--- src/include/wisc_defs.svh ---
// Width, register count and reset vector of the 16-bit teaching core
`ifndef WISC_DEFS_SVH
`define WISC_DEFS_SVH

// Data and address width
`define WORD_W 16

// Register file size
`define REG_CNT 8
`define REG_IDX_W 3

// First fetch address
`define RESET_PC 16'h0000

`endif

--- src/wiscPkg.sv ---
// Enumerated types for the opcodes and control fields of the teaching core
package wiscPkg;

	// Major opcode in bits 15:11
	typedef enum logic [4:0] {
		OP_HALT = 5'b00000, OP_NOP = 5'b00001, OP_SIIC = 5'b00010, OP_RTI = 5'b00011,
		OP_J = 5'b00100, OP_JR = 5'b00101, OP_JAL = 5'b00110, OP_JALR = 5'b00111,
		OP_ADDI = 5'b01000, OP_SUBI = 5'b01001, OP_XORI = 5'b01010, OP_ANDI = 5'b01011,
		OP_BEQZ = 5'b01100, OP_BNEZ = 5'b01101, OP_BLTZ = 5'b01110, OP_BGEZ = 5'b01111,
		OP_ST = 5'b10000, OP_LD = 5'b10001, OP_SLBI = 5'b10010, OP_STU = 5'b10011,
		OP_ROLI = 5'b10100, OP_SLLI = 5'b10101, OP_RORI = 5'b10110, OP_SRLI = 5'b10111,
		OP_LBI = 5'b11000, OP_BTR = 5'b11001, OP_RTYPE_SHIFT = 5'b11010,
		OP_RTYPE_ARITH = 5'b11011, OP_SEQ = 5'b11100, OP_SLT = 5'b11101,
		OP_SLE = 5'b11110, OP_SCO = 5'b11111
	} opcodeT;

	typedef enum logic [3:0] {
		ALU_ADD, ALU_SUBR, ALU_XOR, ALU_AND,
		ALU_ANDN, ALU_ROL, ALU_SLL, ALU_ROR,
		ALU_SRL, ALU_SEQ, ALU_SLT, ALU_SLE,
		ALU_SCO, ALU_BTR, ALU_PASSB, ALU_SLBI
	} aluOpT;

	typedef enum logic [2:0] {
		IMM_ZE5, IMM_SE5, IMM_SE8, IMM_ZE8, IMM_SE11
	} immSelT;

	// Write register field
	typedef enum logic [1:0] {
		DEST_RT, DEST_RD, DEST_RS, DEST_R7
	} destSelT;

	typedef enum logic [1:0] {
		WB_ALU, WB_MEM, WB_LINK
	} wbSelT;

	typedef enum logic [2:0] {
		BR_NONE, BR_EQZ, BR_NEZ, BR_LTZ, BR_GEZ
	} brCondT;

endpackage

--- src/ctrlIf.sv ---
// Decoded control bundle shared by the decoder and the datapath blocks
`timescale 1ns/1ns

interface ctrlIf;
	import wiscPkg::*;

	logic regWrite;
	destSelT destSel;
	logic aluSrc;
	aluOpT aluOp;
	immSelT immSel;
	logic memWrite;
	logic memRead;
	wbSelT wbSel;
	brCondT brCond;
	logic jump;
	logic jumpReg;
	logic halt;

	modport decoder (
		output regWrite, destSel, aluSrc, aluOp, immSel, memWrite, memRead,
		output wbSel, brCond, jump, jumpReg, halt
	);

	modport datapath (
		input regWrite, destSel, aluSrc, aluOp, immSel, memWrite, memRead,
		input wbSel, brCond, jump, jumpReg, halt
	);

endinterface

--- src/control.sv ---
// Instruction decoder from opcode and function bits to the control bundle
`timescale 1ns/1ns
`include "wisc_defs.svh"

module control (
	input logic [`WORD_W-1:0] instr,
	ctrlIf.decoder ctrl
);
	import wiscPkg::*;

	opcodeT opcode;

	assign opcode = opcodeT'(instr[15:11]);

	always_comb begin
		// Nop behaviour unless the opcode says otherwise
		ctrl.regWrite = 1'b0;
		ctrl.destSel = DEST_RT;
		ctrl.aluSrc = 1'b0;
		ctrl.aluOp = ALU_ADD;
		ctrl.immSel = IMM_SE5;
		ctrl.memWrite = 1'b0;
		ctrl.memRead = 1'b0;
		ctrl.wbSel = WB_ALU;
		ctrl.brCond = BR_NONE;
		ctrl.jump = 1'b0;
		ctrl.jumpReg = 1'b0;
		ctrl.halt = 1'b0;

		case (opcode)
			OP_HALT: ctrl.halt = 1'b1;
			OP_ADDI, OP_SUBI, OP_XORI, OP_ANDI,
			OP_ROLI, OP_SLLI, OP_RORI, OP_SRLI: begin
				ctrl.regWrite = 1'b1;
				ctrl.aluSrc = 1'b1;
				ctrl.immSel = (opcode == OP_ADDI || opcode == OP_SUBI) ? IMM_SE5 : IMM_ZE5;
				case (opcode)
					OP_ADDI: ctrl.aluOp = ALU_ADD;
					OP_SUBI: ctrl.aluOp = ALU_SUBR;
					OP_XORI: ctrl.aluOp = ALU_XOR;
					OP_ANDI: ctrl.aluOp = ALU_AND;
					OP_ROLI: ctrl.aluOp = ALU_ROL;
					OP_SLLI: ctrl.aluOp = ALU_SLL;
					OP_RORI: ctrl.aluOp = ALU_ROR;
					default: ctrl.aluOp = ALU_SRL;
				endcase
			end
			OP_ST: begin
				ctrl.aluSrc = 1'b1;
				ctrl.memWrite = 1'b1;
			end
			OP_LD: begin
				ctrl.regWrite = 1'b1;
				ctrl.aluSrc = 1'b1;
				ctrl.memRead = 1'b1;
				ctrl.wbSel = WB_MEM;
			end
			// Store, then write the address back to Rs
			OP_STU: begin
				ctrl.regWrite = 1'b1;
				ctrl.destSel = DEST_RS;
				ctrl.aluSrc = 1'b1;
				ctrl.memWrite = 1'b1;
			end
			OP_BTR, OP_SEQ, OP_SLT, OP_SLE, OP_SCO: begin
				ctrl.regWrite = 1'b1;
				ctrl.destSel = DEST_RD;
				case (opcode)
					OP_BTR: ctrl.aluOp = ALU_BTR;
					OP_SEQ: ctrl.aluOp = ALU_SEQ;
					OP_SLT: ctrl.aluOp = ALU_SLT;
					OP_SLE: ctrl.aluOp = ALU_SLE;
					default: ctrl.aluOp = ALU_SCO;
				endcase
			end
			OP_RTYPE_ARITH: begin
				ctrl.regWrite = 1'b1;
				ctrl.destSel = DEST_RD;
				case (instr[1:0])
					2'b00: ctrl.aluOp = ALU_ADD;
					2'b01: ctrl.aluOp = ALU_SUBR;
					2'b10: ctrl.aluOp = ALU_XOR;
					default: ctrl.aluOp = ALU_ANDN;
				endcase
			end
			OP_RTYPE_SHIFT: begin
				ctrl.regWrite = 1'b1;
				ctrl.destSel = DEST_RD;
				case (instr[1:0])
					2'b00: ctrl.aluOp = ALU_ROL;
					2'b01: ctrl.aluOp = ALU_SLL;
					2'b10: ctrl.aluOp = ALU_ROR;
					default: ctrl.aluOp = ALU_SRL;
				endcase
			end
			OP_BEQZ: ctrl.brCond = BR_EQZ;
			OP_BNEZ: ctrl.brCond = BR_NEZ;
			OP_BLTZ: ctrl.brCond = BR_LTZ;
			OP_BGEZ: ctrl.brCond = BR_GEZ;
			OP_LBI, OP_SLBI: begin
				ctrl.regWrite = 1'b1;
				ctrl.destSel = DEST_RS;
				ctrl.aluSrc = 1'b1;
				ctrl.immSel = (opcode == OP_LBI) ? IMM_SE8 : IMM_ZE8;
				ctrl.aluOp = (opcode == OP_LBI) ? ALU_PASSB : ALU_SLBI;
			end
			OP_J, OP_JAL: begin
				ctrl.jump = 1'b1;
				ctrl.immSel = IMM_SE11;
				ctrl.regWrite = (opcode == OP_JAL);
				ctrl.destSel = DEST_R7;
				ctrl.wbSel = WB_LINK;
			end
			// Target is Rs plus the 8-bit immediate
			OP_JR, OP_JALR: begin
				ctrl.jump = 1'b1;
				ctrl.jumpReg = 1'b1;
				ctrl.aluSrc = 1'b1;
				ctrl.immSel = IMM_SE8;
				ctrl.regWrite = (opcode == OP_JALR);
				ctrl.destSel = DEST_R7;
				ctrl.wbSel = WB_LINK;
			end
			default: ;
		endcase
	end

endmodule

--- src/regFile.sv ---
// Eight-entry register file, two combinational reads and one clocked write
`timescale 1ns/1ns
`include "wisc_defs.svh"

module regFile (
	input logic clk,
	input logic arstN,
	input logic [`REG_IDX_W-1:0] rdAddrA,
	input logic [`REG_IDX_W-1:0] rdAddrB,
	input logic wrEn,
	input logic [`REG_IDX_W-1:0] wrAddr,
	input logic [`WORD_W-1:0] wrData,
	output logic [`WORD_W-1:0] rdDataA,
	output logic [`WORD_W-1:0] rdDataB
);

	logic [`WORD_W-1:0] regs [`REG_CNT];

	always_ff @(posedge clk or negedge arstN) begin
		if (!arstN) begin
			for (int i = 0; i < `REG_CNT; i++) begin
				regs[i] <= '0;
			end
		end else if (wrEn) begin
			regs[wrAddr] <= wrData;
		end
	end

	// No bypass so a write shows up the next cycle
	assign rdDataA = regs[rdAddrA];
	assign rdDataB = regs[rdAddrB];

endmodule

--- src/execute.sv ---
// Immediate extension, operand select and ALU of the teaching core
`timescale 1ns/1ns
`include "wisc_defs.svh"

module execute (
	input logic [`WORD_W-1:0] instr,
	ctrlIf.datapath ctrl,
	input logic [`WORD_W-1:0] rsData,
	input logic [`WORD_W-1:0] rtData,
	output logic [`WORD_W-1:0] aluResult
);
	import wiscPkg::*;

	logic [`WORD_W-1:0] imm;
	logic [`WORD_W-1:0] opB;
	logic [`WORD_W-1:0] btrA;
	logic [`WORD_W:0] sumFull;
	logic [2*`WORD_W-1:0] dblA;
	logic [2*`WORD_W-1:0] rolFull;
	logic [2*`WORD_W-1:0] rorFull;
	logic [3:0] shAmt;
	logic isEq;
	logic isLt;

	always_comb begin
		case (ctrl.immSel)
			IMM_ZE5: imm = {{(`WORD_W-5){1'b0}}, instr[4:0]};
			IMM_SE5: imm = {{(`WORD_W-5){instr[4]}}, instr[4:0]};
			IMM_SE8: imm = {{(`WORD_W-8){instr[7]}}, instr[7:0]};
			IMM_ZE8: imm = {{(`WORD_W-8){1'b0}}, instr[7:0]};
			default: imm = {{(`WORD_W-11){instr[10]}}, instr[10:0]};
		endcase
	end

	assign opB = ctrl.aluSrc ? imm : rtData;

	// One adder serves add, addresses and carry-out
	assign sumFull = {1'b0, rsData} + {1'b0, opB};

	assign shAmt = opB[3:0];
	assign dblA = {rsData, rsData};
	assign rolFull = dblA << shAmt;
	assign rorFull = dblA >> shAmt;

	assign isEq = (rsData == opB);
	assign isLt = ($signed(rsData) < $signed(opB));

	always_comb begin
		for (int i = 0; i < `WORD_W; i++) begin
			btrA[i] = rsData[`WORD_W-1-i];
		end
	end

	always_comb begin
		case (ctrl.aluOp)
			ALU_ADD: aluResult = sumFull[`WORD_W-1:0];
			// B minus A
			ALU_SUBR: aluResult = opB - rsData;
			ALU_XOR: aluResult = rsData ^ opB;
			ALU_AND: aluResult = rsData & opB;
			ALU_ANDN: aluResult = rsData & ~opB;
			ALU_ROL: aluResult = rolFull[2*`WORD_W-1:`WORD_W];
			ALU_SLL: aluResult = rsData << shAmt;
			ALU_ROR: aluResult = rorFull[`WORD_W-1:0];
			ALU_SRL: aluResult = rsData >> shAmt;
			ALU_SEQ: aluResult = {{(`WORD_W-1){1'b0}}, isEq};
			ALU_SLT: aluResult = {{(`WORD_W-1){1'b0}}, isLt};
			ALU_SLE: aluResult = {{(`WORD_W-1){1'b0}}, isLt | isEq};
			ALU_SCO: aluResult = {{(`WORD_W-1){1'b0}}, sumFull[`WORD_W]};
			ALU_BTR: aluResult = btrA;
			ALU_PASSB: aluResult = opB;
			default: aluResult = {rsData[`WORD_W-9:0], 8'h00} | opB;
		endcase
	end

endmodule

--- src/fetch.sv ---
// Program counter, branch test, next-PC select and halt latch
`timescale 1ns/1ns
`include "wisc_defs.svh"

module fetch (
	input logic clk,
	input logic arstN,
	ctrlIf.datapath ctrl,
	input logic [`WORD_W-1:0] instr,
	input logic [`WORD_W-1:0] rsData,
	input logic [`WORD_W-1:0] aluResult,
	output logic [`WORD_W-1:0] pc,
	output logic [`WORD_W-1:0] pcPlus2,
	output logic halted
);
	import wiscPkg::*;

	logic [`WORD_W-1:0] brOffset;
	logic [`WORD_W-1:0] jmpOffset;
	logic [`WORD_W-1:0] nextPc;
	logic taken;

	assign pcPlus2 = pc + `WORD_W'd2;
	assign brOffset = {{(`WORD_W-8){instr[7]}}, instr[7:0]};
	assign jmpOffset = {{(`WORD_W-11){instr[10]}}, instr[10:0]};

	always_comb begin
		case (ctrl.brCond)
			BR_EQZ: taken = (rsData == '0);
			BR_NEZ: taken = (rsData != '0);
			BR_LTZ: taken = rsData[`WORD_W-1];
			BR_GEZ: taken = ~rsData[`WORD_W-1];
			default: taken = 1'b0;
		endcase
	end

	always_comb begin
		// Halt holds the PC on its own address
		if (halted || ctrl.halt) nextPc = pc;
		else if (ctrl.jump && ctrl.jumpReg) nextPc = aluResult;
		else if (ctrl.jump) nextPc = pcPlus2 + jmpOffset;
		else if (taken) nextPc = pcPlus2 + brOffset;
		else nextPc = pcPlus2;
	end

	always_ff @(posedge clk or negedge arstN) begin
		if (!arstN) begin
			pc <= `RESET_PC;
			halted <= 1'b0;
		end else begin
			pc <= nextPc;
			if (ctrl.halt) halted <= 1'b1;
		end
	end

endmodule

--- src/wiscCore.sv ---
// Single-cycle 16-bit core with external instruction and data memory ports
`timescale 1ns/1ns
`include "wisc_defs.svh"

module wiscCore (
	input logic clk,
	input logic arstN,
	input logic [`WORD_W-1:0] instrData,
	input logic [`WORD_W-1:0] dataRdData,
	output logic [`WORD_W-1:0] instrAddr,
	output logic [`WORD_W-1:0] dataAddr,
	output logic [`WORD_W-1:0] dataWrData,
	output logic dataWe,
	output logic dataRe,
	output logic halted
);
	import wiscPkg::*;

	logic [`WORD_W-1:0] rsData;
	logic [`WORD_W-1:0] rtData;
	logic [`WORD_W-1:0] aluResult;
	logic [`WORD_W-1:0] pcPlus2;
	logic [`WORD_W-1:0] wrData;
	logic [`REG_IDX_W-1:0] wrAddr;
	logic wrEn;

	ctrlIf ctrlBus ();

	control decoderInst (
		.instr(instrData),
		.ctrl(ctrlBus.decoder)
	);

	// Destination register field
	always_comb begin
		case (ctrlBus.destSel)
			DEST_RT: wrAddr = instrData[7:5];
			DEST_RD: wrAddr = instrData[4:2];
			DEST_RS: wrAddr = instrData[10:8];
			default: wrAddr = `REG_IDX_W'(7);
		endcase
	end

	always_comb begin
		case (ctrlBus.wbSel)
			WB_MEM: wrData = dataRdData;
			WB_LINK: wrData = pcPlus2;
			default: wrData = aluResult;
		endcase
	end

	assign wrEn = ctrlBus.regWrite & ~halted;

	regFile regFileInst (
		.clk(clk),
		.arstN(arstN),
		.rdAddrA(instrData[10:8]),
		.rdAddrB(instrData[7:5]),
		.wrEn(wrEn),
		.wrAddr(wrAddr),
		.wrData(wrData),
		.rdDataA(rsData),
		.rdDataB(rtData)
	);

	execute executeInst (
		.instr(instrData),
		.ctrl(ctrlBus.datapath),
		.rsData(rsData),
		.rtData(rtData),
		.aluResult(aluResult)
	);

	fetch fetchInst (
		.clk(clk),
		.arstN(arstN),
		.ctrl(ctrlBus.datapath),
		.instr(instrData),
		.rsData(rsData),
		.aluResult(aluResult),
		.pc(instrAddr),
		.pcPlus2(pcPlus2),
		.halted(halted)
	);

	// Memory strobes stay low once halted
	assign dataAddr = aluResult;
	assign dataWrData = rtData;
	assign dataWe = ctrlBus.memWrite & ~halted;
	assign dataRe = ctrlBus.memRead & ~halted;

endmodule

--- config.mk ---
export PLATFORM = sky130hd
export DESIGN_NAME = wiscCore
export DESIGN_NICKNAME = d
export VERILOG_FILES = /design/src/wiscPkg.sv /design/src/ctrlIf.sv /design/src/control.sv /design/src/regFile.sv /design/src/execute.sv /design/src/fetch.sv /design/src/wiscCore.sv
export VERILOG_INCLUDE_DIRS = /design/src /design/src/include
export SDC_FILE = /design/constraint.sdc
export NUM_CORES = 1
export LEC_CHECK = 0
export BUFFER_PORTS_ARGS = -buffer_cell sky130_fd_sc_hd__buf_2
export CAP_MARGIN = 20
export CORE_ASPECT_RATIO = 0.5
export CORE_UTILIZATION = 55
export CTS_BUF_LIST = sky130_fd_sc_hd__clkbuf_8
export CTS_CLUSTER_DIAMETER = 100
export DETAILED_ROUTE_END_ITERATION = 7
export PLACE_DENSITY = 0.71
export SYNTH_ARGS = -nofsm -noshare
export SYNTH_HDL_FRONTEND = slang
export SYNTH_HIERARCHICAL = 1
export SYNTH_SLANG_ARGS = --single-unit
export TNS_END_PERCENT = 20
--- constraint.sdc ---
create_clock -name clk -period 9.4 [get_ports clk]
set_clock_uncertainty 0.1 [all_clocks]
set_input_delay 0 -clock clk [delete_from_list [all_inputs] [get_ports clk]]
set_output_delay 0 -clock clk [all_outputs]
set_load 0.02 [all_outputs]
==> results.sh, run 1 <==
export IMPL_outcome="finished, final reports clean"
export IMPL_timing_worst_setup_path_type="in -> reg"
export IMPL_clock_sinks=145
export IMPL_clkSlewWorstSetupHoldPaths_ps=80
export IMPL_worst_r2r_setup_slack_ps=3070
export IMPL_ys_seq_elements=145
export IMPL_ant_nets=0
export IMPL_yosys_warnings=6
export IMPL_clock_latency_ps=440
export IMPL_setup_worst_path_end_class="flip-flop"
export IMPL_cts_buffer_depth=2
export IMPL_cts_tree="yes"
export IMPL_start_util_pct=56.4
export IMPL_numCtsBuffers=17
export IMPL_top_usage_layer="met2"
export IMPL_pwr_density_cell_nw_per_um2=338
export IMPL_adder_cell_area_share_of_the_yosys_netlist_pct=6.74
export IMPL_drt_iter0_drc=1929
export IMPL_synth_top_family_by_area="multiplexers"
export IMPL_synth_compound_gate_area_share_pct=19.3
export IMPL_gr_usage_all_layers_pct=38.8
export IMPL_ir_drop_mv=0.198
export IMPL_post_synthesis_cell_type_count=111
export IMPL_cp_start_kind="primary input"
export IMPL_synth_mux_area_fraction_pct=28.7
export IMPL_dieArea_um2=29300
export IMPL_globalRouteOverflowTotal=0
export IMPL_hold_slack_ps=39.3
export IMPL_final_period_utilization_pct=69.1
export IMPL_cts_htree_levels=4
export IMPL_worstPathRequired_ps=9680
export IMPL_ff2ff_path_depth=16
export IMPL_dr_pass1_iters=8
export IMPL_grt_met3_usage_pct=7.07
export IMPL_synthesis_area_um2=15700
export IMPL_yosys_most_used_dff="sky130_fd_sc_hd__dfrtp_1"
export IMPL_gp_congestion=0.976
export IMPL_final_net_count=1763
export IMPL_hold_path_class="in -> async"
export IMPL_final_period_minus_worst_setup_slack_ps=6490
export IMPL_timing_final_hold_violations=0
export IMPL_globalRouteMet2Util_pct=59.4
export IMPL_rows=43
export IMPL_total_routed_length_mm=56.7
export IMPL_grt_setup_unrepaired="no"
export IMPL_route_detailed_drc=0
export IMPL_die_width_um=241
export IMPL_coreArea_um2=27900
export IMPL_ctsResizeCount=0
export IMPL_max_slew_margin_rel_pct=24.3
export IMPL_syn_area_per_cell_um2=9.62
export IMPL_gr_layer_usage_met1_pct=55.0
export IMPL_vias=14700
export IMPL_chipHeight_um=122
export IMPL_finalSetupViolations=0
export IMPL_grt_max_degree=81
export IMPL_post_drt_via_cell_ratio=7.18
export IMPL_grt_first_pass_wirelength_mm=85.7
export IMPL_drive_above_1_share_pct=22.2
export IMPL_multi_input_comb_area_um2=11200
export IMPL_synthesis_nets=1753
export IMPL_worst_endpoint_arrival_ps=6780
export IMPL_final_setup_tns_ps=0
export IMPL_register_area_um2=3630
export IMPL_final_max_slew_violation_count=0
export IMPL_final_fill_count=2341
export IMPL_async_reset_ff_share_pct=100
export IMPL_root_buffer="sky130_fd_sc_hd__clkbuf_8"
export IMPL_regToRegStartpoint="regFileInst/regs[66]"
export IMPL_total_leakage_power_nw=7.50
export IMPL_clock_fmax_mhz=154
export IMPL_initial_antenna_violation_count=0
export IMPL_simple_gate_share_of_the_synthesized_area_pct=14.0
export IMPL_synth_seq_area_share_pct=23.1
export IMPL_synth_xor_area_share_pct=2.31
export IMPL_layout_area_overhead_vs_synth_pct=5.83
export IMPL_max_cap_viol_count=0
export IMPL_number_of_flops_mapped_to_enable_cells_by_yosys=0
export IMPL_worst_slew_pin_transition_ps=1120
export IMPL_finalCoreUtilization_pct=59.7
export IMPL_portBuffers=84
export IMPL_vias_in_the_first_global_route=13900
export IMPL_path_max_fanout=37
export IMPL_routed_wire_length_per_instance_um=27.8
export IMPL_crit_reg2reg_capture="regFileInst/regs[93]"
export IMPL_syn_inst=1636
export IMPL_io_pins=85
export IMPL_detailed_place_hpwl_mm=40.3
-- state kept, by name (all words and copies together), names as in the netlist --
signal            cells
regFileInst/regs    128
fetchInst/halted      1
fetchInst/pc         16
-- per-stage QoR --
step	setup slack, ps	std cells	cell area [um2]	power [mW]
after CTS	3110	2040	16600	5.47
after global placement	2790	2007	16200	4.83
after floorplan	4050	1636	15700	3.74
after global routing	2690	2041	16700	5.90
final	2910	2042	16700	5.63
after detailed placement	2660	2007	16200	4.95
-- logic make-up (layout without fill, tap and decap cells) --
family / count (synthesis) / after routing
AOI/OAI and AO/OA: 426 / 426
xor gates and xnor gates: 40 / 40
adders and majority gates: 83 / 83
buffers and inverters: 197 / 220
DFF: 145 / 145
muxes: 318 / 318
other: 0 / 1
and+or+nand+nor: 427 / 427
-- worst max-delay path by stage --
stage | start | end | slack [ps]
after floorplan | regFileInst/regs[64] | regFileInst/regs[110] | 4050
after global placement | instrData[5] | regFileInst/regs[110] | 2790
after detailed placement | instrData[5] | regFileInst/regs[78] | 2660
after CTS | instrData[5] | regFileInst/regs[78] | 3110
after global routing | instrData[5] | regFileInst/regs[62] | 2690
final | instrData[5] | regFileInst/regs[93] | 2910
-- where the power goes --
part	internal (mW)	switching (mW)
registers	0.888	0.217
clock network	0.258	0.245
logic	1.49	2.53
-- metal layers --
metal  part of all wire (%)  routed length (um)
met1                     42               23900
met2                     44               24900
met3                     10                5740
met4                    3.8                2180
met5                      0                   0
-- area by class of cell --
type	count	area share, %
Timing Repair Buffer	113	3.88
Inverter	75	1.70
Clock inverter	12	0.774
Multi-Input combinational cell	1294	67.3
Sequential cell	145	21.8
Clock buffer	20	1.65
Antenna cell	1	0.0150
Tap cell	382	2.87
-- layout by cell type, fill, tap and decap left out, types with 11 or more instances in the layout --
cell                         n
sky130_fd_sc_hd__mux2_2    167
sky130_fd_sc_hd__dfrtp_1   145
sky130_fd_sc_hd__nand2_1   123
sky130_fd_sc_hd__nor2_1     96
sky130_fd_sc_hd__o21ai_0    83
sky130_fd_sc_hd__buf_2      83
sky130_fd_sc_hd__ha_1       80
sky130_fd_sc_hd__mux2i_1    73
sky130_fd_sc_hd__inv_1      72
sky130_fd_sc_hd__a21oi_1    71
sky130_fd_sc_hd__mux4_1     56
sky130_fd_sc_hd__nor3_1     36
sky130_fd_sc_hd__nand3_1    34
sky130_fd_sc_hd__xnor2_1    27
sky130_fd_sc_hd__buf_4      27
sky130_fd_sc_hd__a22oi_1    24
sky130_fd_sc_hd__a21o_1     23
sky130_fd_sc_hd__o211ai_1   23
sky130_fd_sc_hd__a31oi_1    23
sky130_fd_sc_hd__a211oi_1   21
sky130_fd_sc_hd__nor2b_1    20
sky130_fd_sc_hd__clkbuf_8   20
sky130_fd_sc_hd__nand2b_1   18
sky130_fd_sc_hd__and3_1     17
sky130_fd_sc_hd__o21ai_1    15
sky130_fd_sc_hd__mux4_2     14
sky130_fd_sc_hd__and2_1     12
sky130_fd_sc_hd__o22ai_1    12
sky130_fd_sc_hd__a221oi_1   12
sky130_fd_sc_hd__xor2_1     12
sky130_fd_sc_hd__nand4_1    11
-- synth_stat cells (6+ instances only) --
library cell | n | area (um2)
sky130_fd_sc_hd__mux2_2 | 167 | 1880
sky130_fd_sc_hd__dfrtp_1 | 145 | 3630
sky130_fd_sc_hd__nand2_1 | 123 | 462
sky130_fd_sc_hd__nor2_1 | 96 | 360
sky130_fd_sc_hd__o21ai_0 | 84 | 420
sky130_fd_sc_hd__ha_1 | 80 | 1000
sky130_fd_sc_hd__mux2i_1 | 74 | 741
sky130_fd_sc_hd__a21oi_1 | 71 | 355
sky130_fd_sc_hd__inv_1 | 70 | 263
sky130_fd_sc_hd__mux4_1 | 56 | 1470
sky130_fd_sc_hd__clkbuf_1 | 49 | 184
sky130_fd_sc_hd__nor3_1 | 36 | 180
sky130_fd_sc_hd__nand3_1 | 34 | 170
sky130_fd_sc_hd__buf_2 | 33 | 165
sky130_fd_sc_hd__xnor2_1 | 27 | 236
sky130_fd_sc_hd__a22oi_1 | 24 | 180
sky130_fd_sc_hd__a21o_1 | 23 | 173
sky130_fd_sc_hd__a31oi_1 | 23 | 144
sky130_fd_sc_hd__o211ai_1 | 23 | 173
sky130_fd_sc_hd__a211oi_1 | 21 | 158
sky130_fd_sc_hd__nor2b_1 | 20 | 125
sky130_fd_sc_hd__nand2b_1 | 18 | 113
sky130_fd_sc_hd__and3_1 | 17 | 106
sky130_fd_sc_hd__o21ai_1 | 15 | 75.1
sky130_fd_sc_hd__buf_6 | 14 | 158
sky130_fd_sc_hd__mux4_2 | 14 | 315
sky130_fd_sc_hd__a221oi_1 | 12 | 105
sky130_fd_sc_hd__and2_1 | 12 | 75.1
sky130_fd_sc_hd__buf_1 | 12 | 45.0
sky130_fd_sc_hd__buf_4 | 12 | 90.1
sky130_fd_sc_hd__o22ai_1 | 12 | 75.1
sky130_fd_sc_hd__xor2_1 | 12 | 105
sky130_fd_sc_hd__nand4_1 | 11 | 68.8
sky130_fd_sc_hd__o221ai_1 | 8 | 70.1
sky130_fd_sc_hd__or3_1 | 8 | 50.1
sky130_fd_sc_hd__a32oi_1 | 7 | 61.3
sky130_fd_sc_hd__a222oi_1 | 6 | 60.1
sky130_fd_sc_hd__o31ai_1 | 6 | 45.0
-- worst max-delay path: stages --
cell and delay, ps:
sky130_fd_sc_hd__buf_2 820, sky130_fd_sc_hd__mux4_1 650, sky130_fd_sc_hd__mux2_2 350, sky130_fd_sc_hd__mux2i_4 150, sky130_fd_sc_hd__buf_4 410, sky130_fd_sc_hd__inv_2 420, sky130_fd_sc_hd__ha_1 650, sky130_fd_sc_hd__a221o_1 280
sky130_fd_sc_hd__a211oi_1 160, sky130_fd_sc_hd__o41ai_1 870, sky130_fd_sc_hd__o41ai_1 220, sky130_fd_sc_hd__nor3_1 220, sky130_fd_sc_hd__nor4_2 80, sky130_fd_sc_hd__a211oi_1 560, sky130_fd_sc_hd__nand2_1 120, sky130_fd_sc_hd__o21ai_1 460
sky130_fd_sc_hd__mux2_2 300
-- what timing repair did --
action                    4_1_cts  5_1_grt
hold endpoints to repair       65        0
buffers inserted                0        0
hold buffers                    1        0
Note: power is estimated with default switching activity, not from simulation.
==> run 2, diff against run 1 <==
PLACE_DENSITY = 0.74   (was 0.71)
clock period = 5.6 ns   (was 9.4 ns; I/O delays follow)
==> run 2 against run 1 <==
Against the previous run: register-to-register slack worse by 2900 ps; critical path depth increased by 1; routed wire length rose by 3.5%; clock power grew 55%; sequential power is 70% higher; core utilization increased by 1.5 points; design area is 2.4% higher; critical endpoint is now regFileInst/regs[56]; largest power group unchanged.
==> results.sh, run 2 (synthesized netlist as in run 1, its figures left out) <==
export IMPL_outcome="finished, final reports clean"
export IMPL_grt_setup_unrepaired="no"
export IMPL_clkSlewWorstSetupHoldPaths_ps=90
export IMPL_drive_above_1_share_pct=24.6
export IMPL_total_power_draw_mw=9.67
export IMPL_finalCoreUtilization_pct=61.1
export IMPL_timing_worst_setup_path_type="reg -> reg"
export IMPL_ff2ff_path_depth=18
export IMPL_gr_usage_all_layers_pct=40.1
export IMPL_hold_slack_ps=94.7
export IMPL_gp_congestion=1.05
export IMPL_registers_top_by_ff_count="regFileInst/regs"
export IMPL_grt_first_pass_wirelength_mm=87.7
export IMPL_initial_antenna_violation_count=1
export IMPL_routed_wire_length_per_instance_um=28.0
export IMPL_hold_path_startpoint="dataRdData[2]"
export IMPL_cp_top_family="compound AO/OA/AOI/OAI gates"
export IMPL_worst_endpoint_arrival_ps=5760
export IMPL_final_max_slew_violation_count=0
export IMPL_power_report_internal_total_mw=4.48
export IMPL_vias=14900
export IMPL_portBuffers=84
export IMPL_layout_area_overhead_vs_synth_pct=8.40
export IMPL_start_util_pct=56.4
export IMPL_dr_pass1_iters=7
export IMPL_crit_chain="mux4_1 -> mux2_2 -> mux2_2 -> inv_2 -> ha_1 -> inv_1 -> fa_1 -> a21o_1 -> a2111o_1 -> a21o_1 -> a21oi_1 -> and2_1 -> o31ai_1 -> a31oi_1 -> buf_4 -> nand2_1 -> o21ai_1 -> mux2_2"
export IMPL_total_routed_length_mm=58.7
export IMPL_final_net_count=1818
export IMPL_detailed_place_hpwl_mm=43.5
export IMPL_path_common_cell="sky130_fd_sc_hd__mux2_2"
export IMPL_dieArea_um2=29300
export IMPL_crit_reg2reg_capture="regFileInst/regs[56]"
export IMPL_cts_buffer_depth=2
export IMPL_preCtsSetupSlack_ps=157
export IMPL_path_max_fanout=8
export IMPL_ir_drop_mv=0.306
export IMPL_finalSetupViolations=0
export IMPL_antenna_cells_inserted=0
export IMPL_regToRegStartpoint="regFileInst/regs[64]"
export IMPL_largest_register_ff_count=128
export IMPL_power_sequential_fraction_pct=19.3
export IMPL_cp_start_kind="flip-flop"
export IMPL_clock_sinks=145
export IMPL_coreArea_um2=27900
export IMPL_total_leakage_power_nw=7.73
export IMPL_hold_path_class="in -> reg"
export IMPL_cts_htree_levels=4
export IMPL_worst_r2r_setup_slack_ps=140
export IMPL_max_slew_margin_rel_pct=28.4
export IMPL_final_setup_tns_ps=0
export IMPL_worst_hold_path_endpoint="regFileInst/regs[2]"
export IMPL_chipHeight_um=122
export IMPL_share_clk_of_total_power_pct=8.1
export IMPL_max_cap_viol_count=0
export IMPL_commonest_non_fill_non_tap_cell_in_the_layout="sky130_fd_sc_hd__mux2_2"
export IMPL_p_comb_share_pct=72.6
export IMPL_rows=43
export IMPL_crit_path_setup_slack_layout_ps=135
export IMPL_globalRouteOverflowTotal=0
export IMPL_root_buffer="sky130_fd_sc_hd__clkbuf_8"
export IMPL_worstPathRequired_ps=5890
export IMPL_pwr_density_cell_nw_per_um2=567
export IMPL_post_drt_via_cell_ratio=7.09
export IMPL_cts_tree="yes"
export IMPL_largest_registers="regFileInst/regs x128, fetchInst/pc x16, fetchInst/halted x1"
export IMPL_clock_fmax_mhz=183
export IMPL_clock_latency_ps=470
export IMPL_setup_worst_path_end_class="flip-flop"
export IMPL_final_period_utilization_pct=97.6
export IMPL_cpPeakStageDelay_ps=570
export IMPL_worst_slew_pin_transition_ps=1060
export IMPL_die_width_um=241
export IMPL_io_pins=85
export IMPL_most_used_cells_in_the_layout_excluding_fill_and_tap_cells="167 x sky130_fd_sc_hd__mux2_2, 145 x sky130_fd_sc_hd__dfrtp_1, 123 x sky130_fd_sc_hd__nand2_1"
export IMPL_timing_final_hold_violations=0
export IMPL_drt_iter0_drc=2009
export IMPL_route_detailed_drc=0
export IMPL_numCtsBuffers=17
export IMPL_netSwitchingFraction_pct=53.6
export IMPL_final_period_minus_worst_setup_slack_ps=5460
export IMPL_path_buf_inv=3
export IMPL_vias_in_the_first_global_route=14200
export IMPL_ant_nets=0
export IMPL_crit_slowest_cell="sky130_fd_sc_hd__a31oi_1"
export IMPL_timing_hold_worst_path_depth=5
export IMPL_grt_max_degree=84
export IMPL_net_switching_component_of_the_power_mw=5.19
export IMPL_final_fill_count=2230
## run 2: metrics by stage
step	cells	area [um2]
6_report	2096	17100
4_1_cts	2093	17000
3_5_place_dp	2057	16600
3_3_place_gp	2057	16600
5_1_grt	2096	17100
2_1_floorplan	1636	15700
## run 2: layout make-up
class                           instances  area (um2)  area share (%)
Multi-Input combinational cell       1294       11200            65.8
Sequential cell                       145        3630            21.3
Inverter                               75         284            1.66
Clock inverter                         15         130           0.763
Timing Repair Buffer                  168        1090            6.37
Clock buffer                           17         234            1.37
Tap cell                              382         478            2.80
## run 2: metal layers
layer	GRT usage (%)	part of all wire (%)	vias to the layer above	routed length [um]
met5	0	0.022	-	13
met4	15.2	3.5	2	2050
met3	11.5	13	149	7370
met2	63.0	45	886	26200
met1	52.7	39	7406	23100
li1	-	-	6416	-
## run 2: how the worst max path moves through the flow
stage,startpoint,to,slack [ps],cells past startpoint
floorplan,regFileInst/regs[64],regFileInst/regs[110],250,20
global placement,instrData[14],regFileInst/regs[108],240,20
detailed placement,instrData[5],regFileInst/regs[108],160,17
CTS,regFileInst/regs[100],regFileInst/regs[108],330,16
global route,regFileInst/regs[68],regFileInst/regs[79],40,17
finish,regFileInst/regs[64],regFileInst/regs[56],140,18
## run 2: what timing repair did
item / 4_1_cts / 5_1_grt
gates resized for setup: 0 / 2
buffers inserted: 0 / 0
hold endpoints to repair: 63 / 0
endpoints found under the setup margin: 0 / 16
hold buffers: 4 / 0
## run 2: worst register-to-register path, cell delays in order, from the launching register on
cell and delay (ps):
sky130_fd_sc_hd__dfrtp_1 430, sky130_fd_sc_hd__mux4_1 520, sky130_fd_sc_hd__mux2_2 310, sky130_fd_sc_hd__mux2_2 320, sky130_fd_sc_hd__inv_2 70, sky130_fd_sc_hd__ha_1 280, sky130_fd_sc_hd__inv_1 90, sky130_fd_sc_hd__fa_1 420
sky130_fd_sc_hd__a21o_1 190, sky130_fd_sc_hd__a2111o_1 400, sky130_fd_sc_hd__a21o_1 210, sky130_fd_sc_hd__a21oi_1 190, sky130_fd_sc_hd__and2_1 150, sky130_fd_sc_hd__o31ai_1 110, sky130_fd_sc_hd__a31oi_1 570, sky130_fd_sc_hd__buf_4 240
sky130_fd_sc_hd__nand2_1 60, sky130_fd_sc_hd__o21ai_1 450, sky130_fd_sc_hd__mux2_2 280
## run 2: power groups by stage
stage                     sequential (mW)  combinational, mW  clock (mW)
after floorplan                      1.79               4.49           0
after global routing                 1.92               7.38       0.832
after detailed placement             1.87               6.70           0
final                                1.87               7.02       0.781
after global placement               1.79               6.59           0
after CTS                            1.85               6.73       0.790
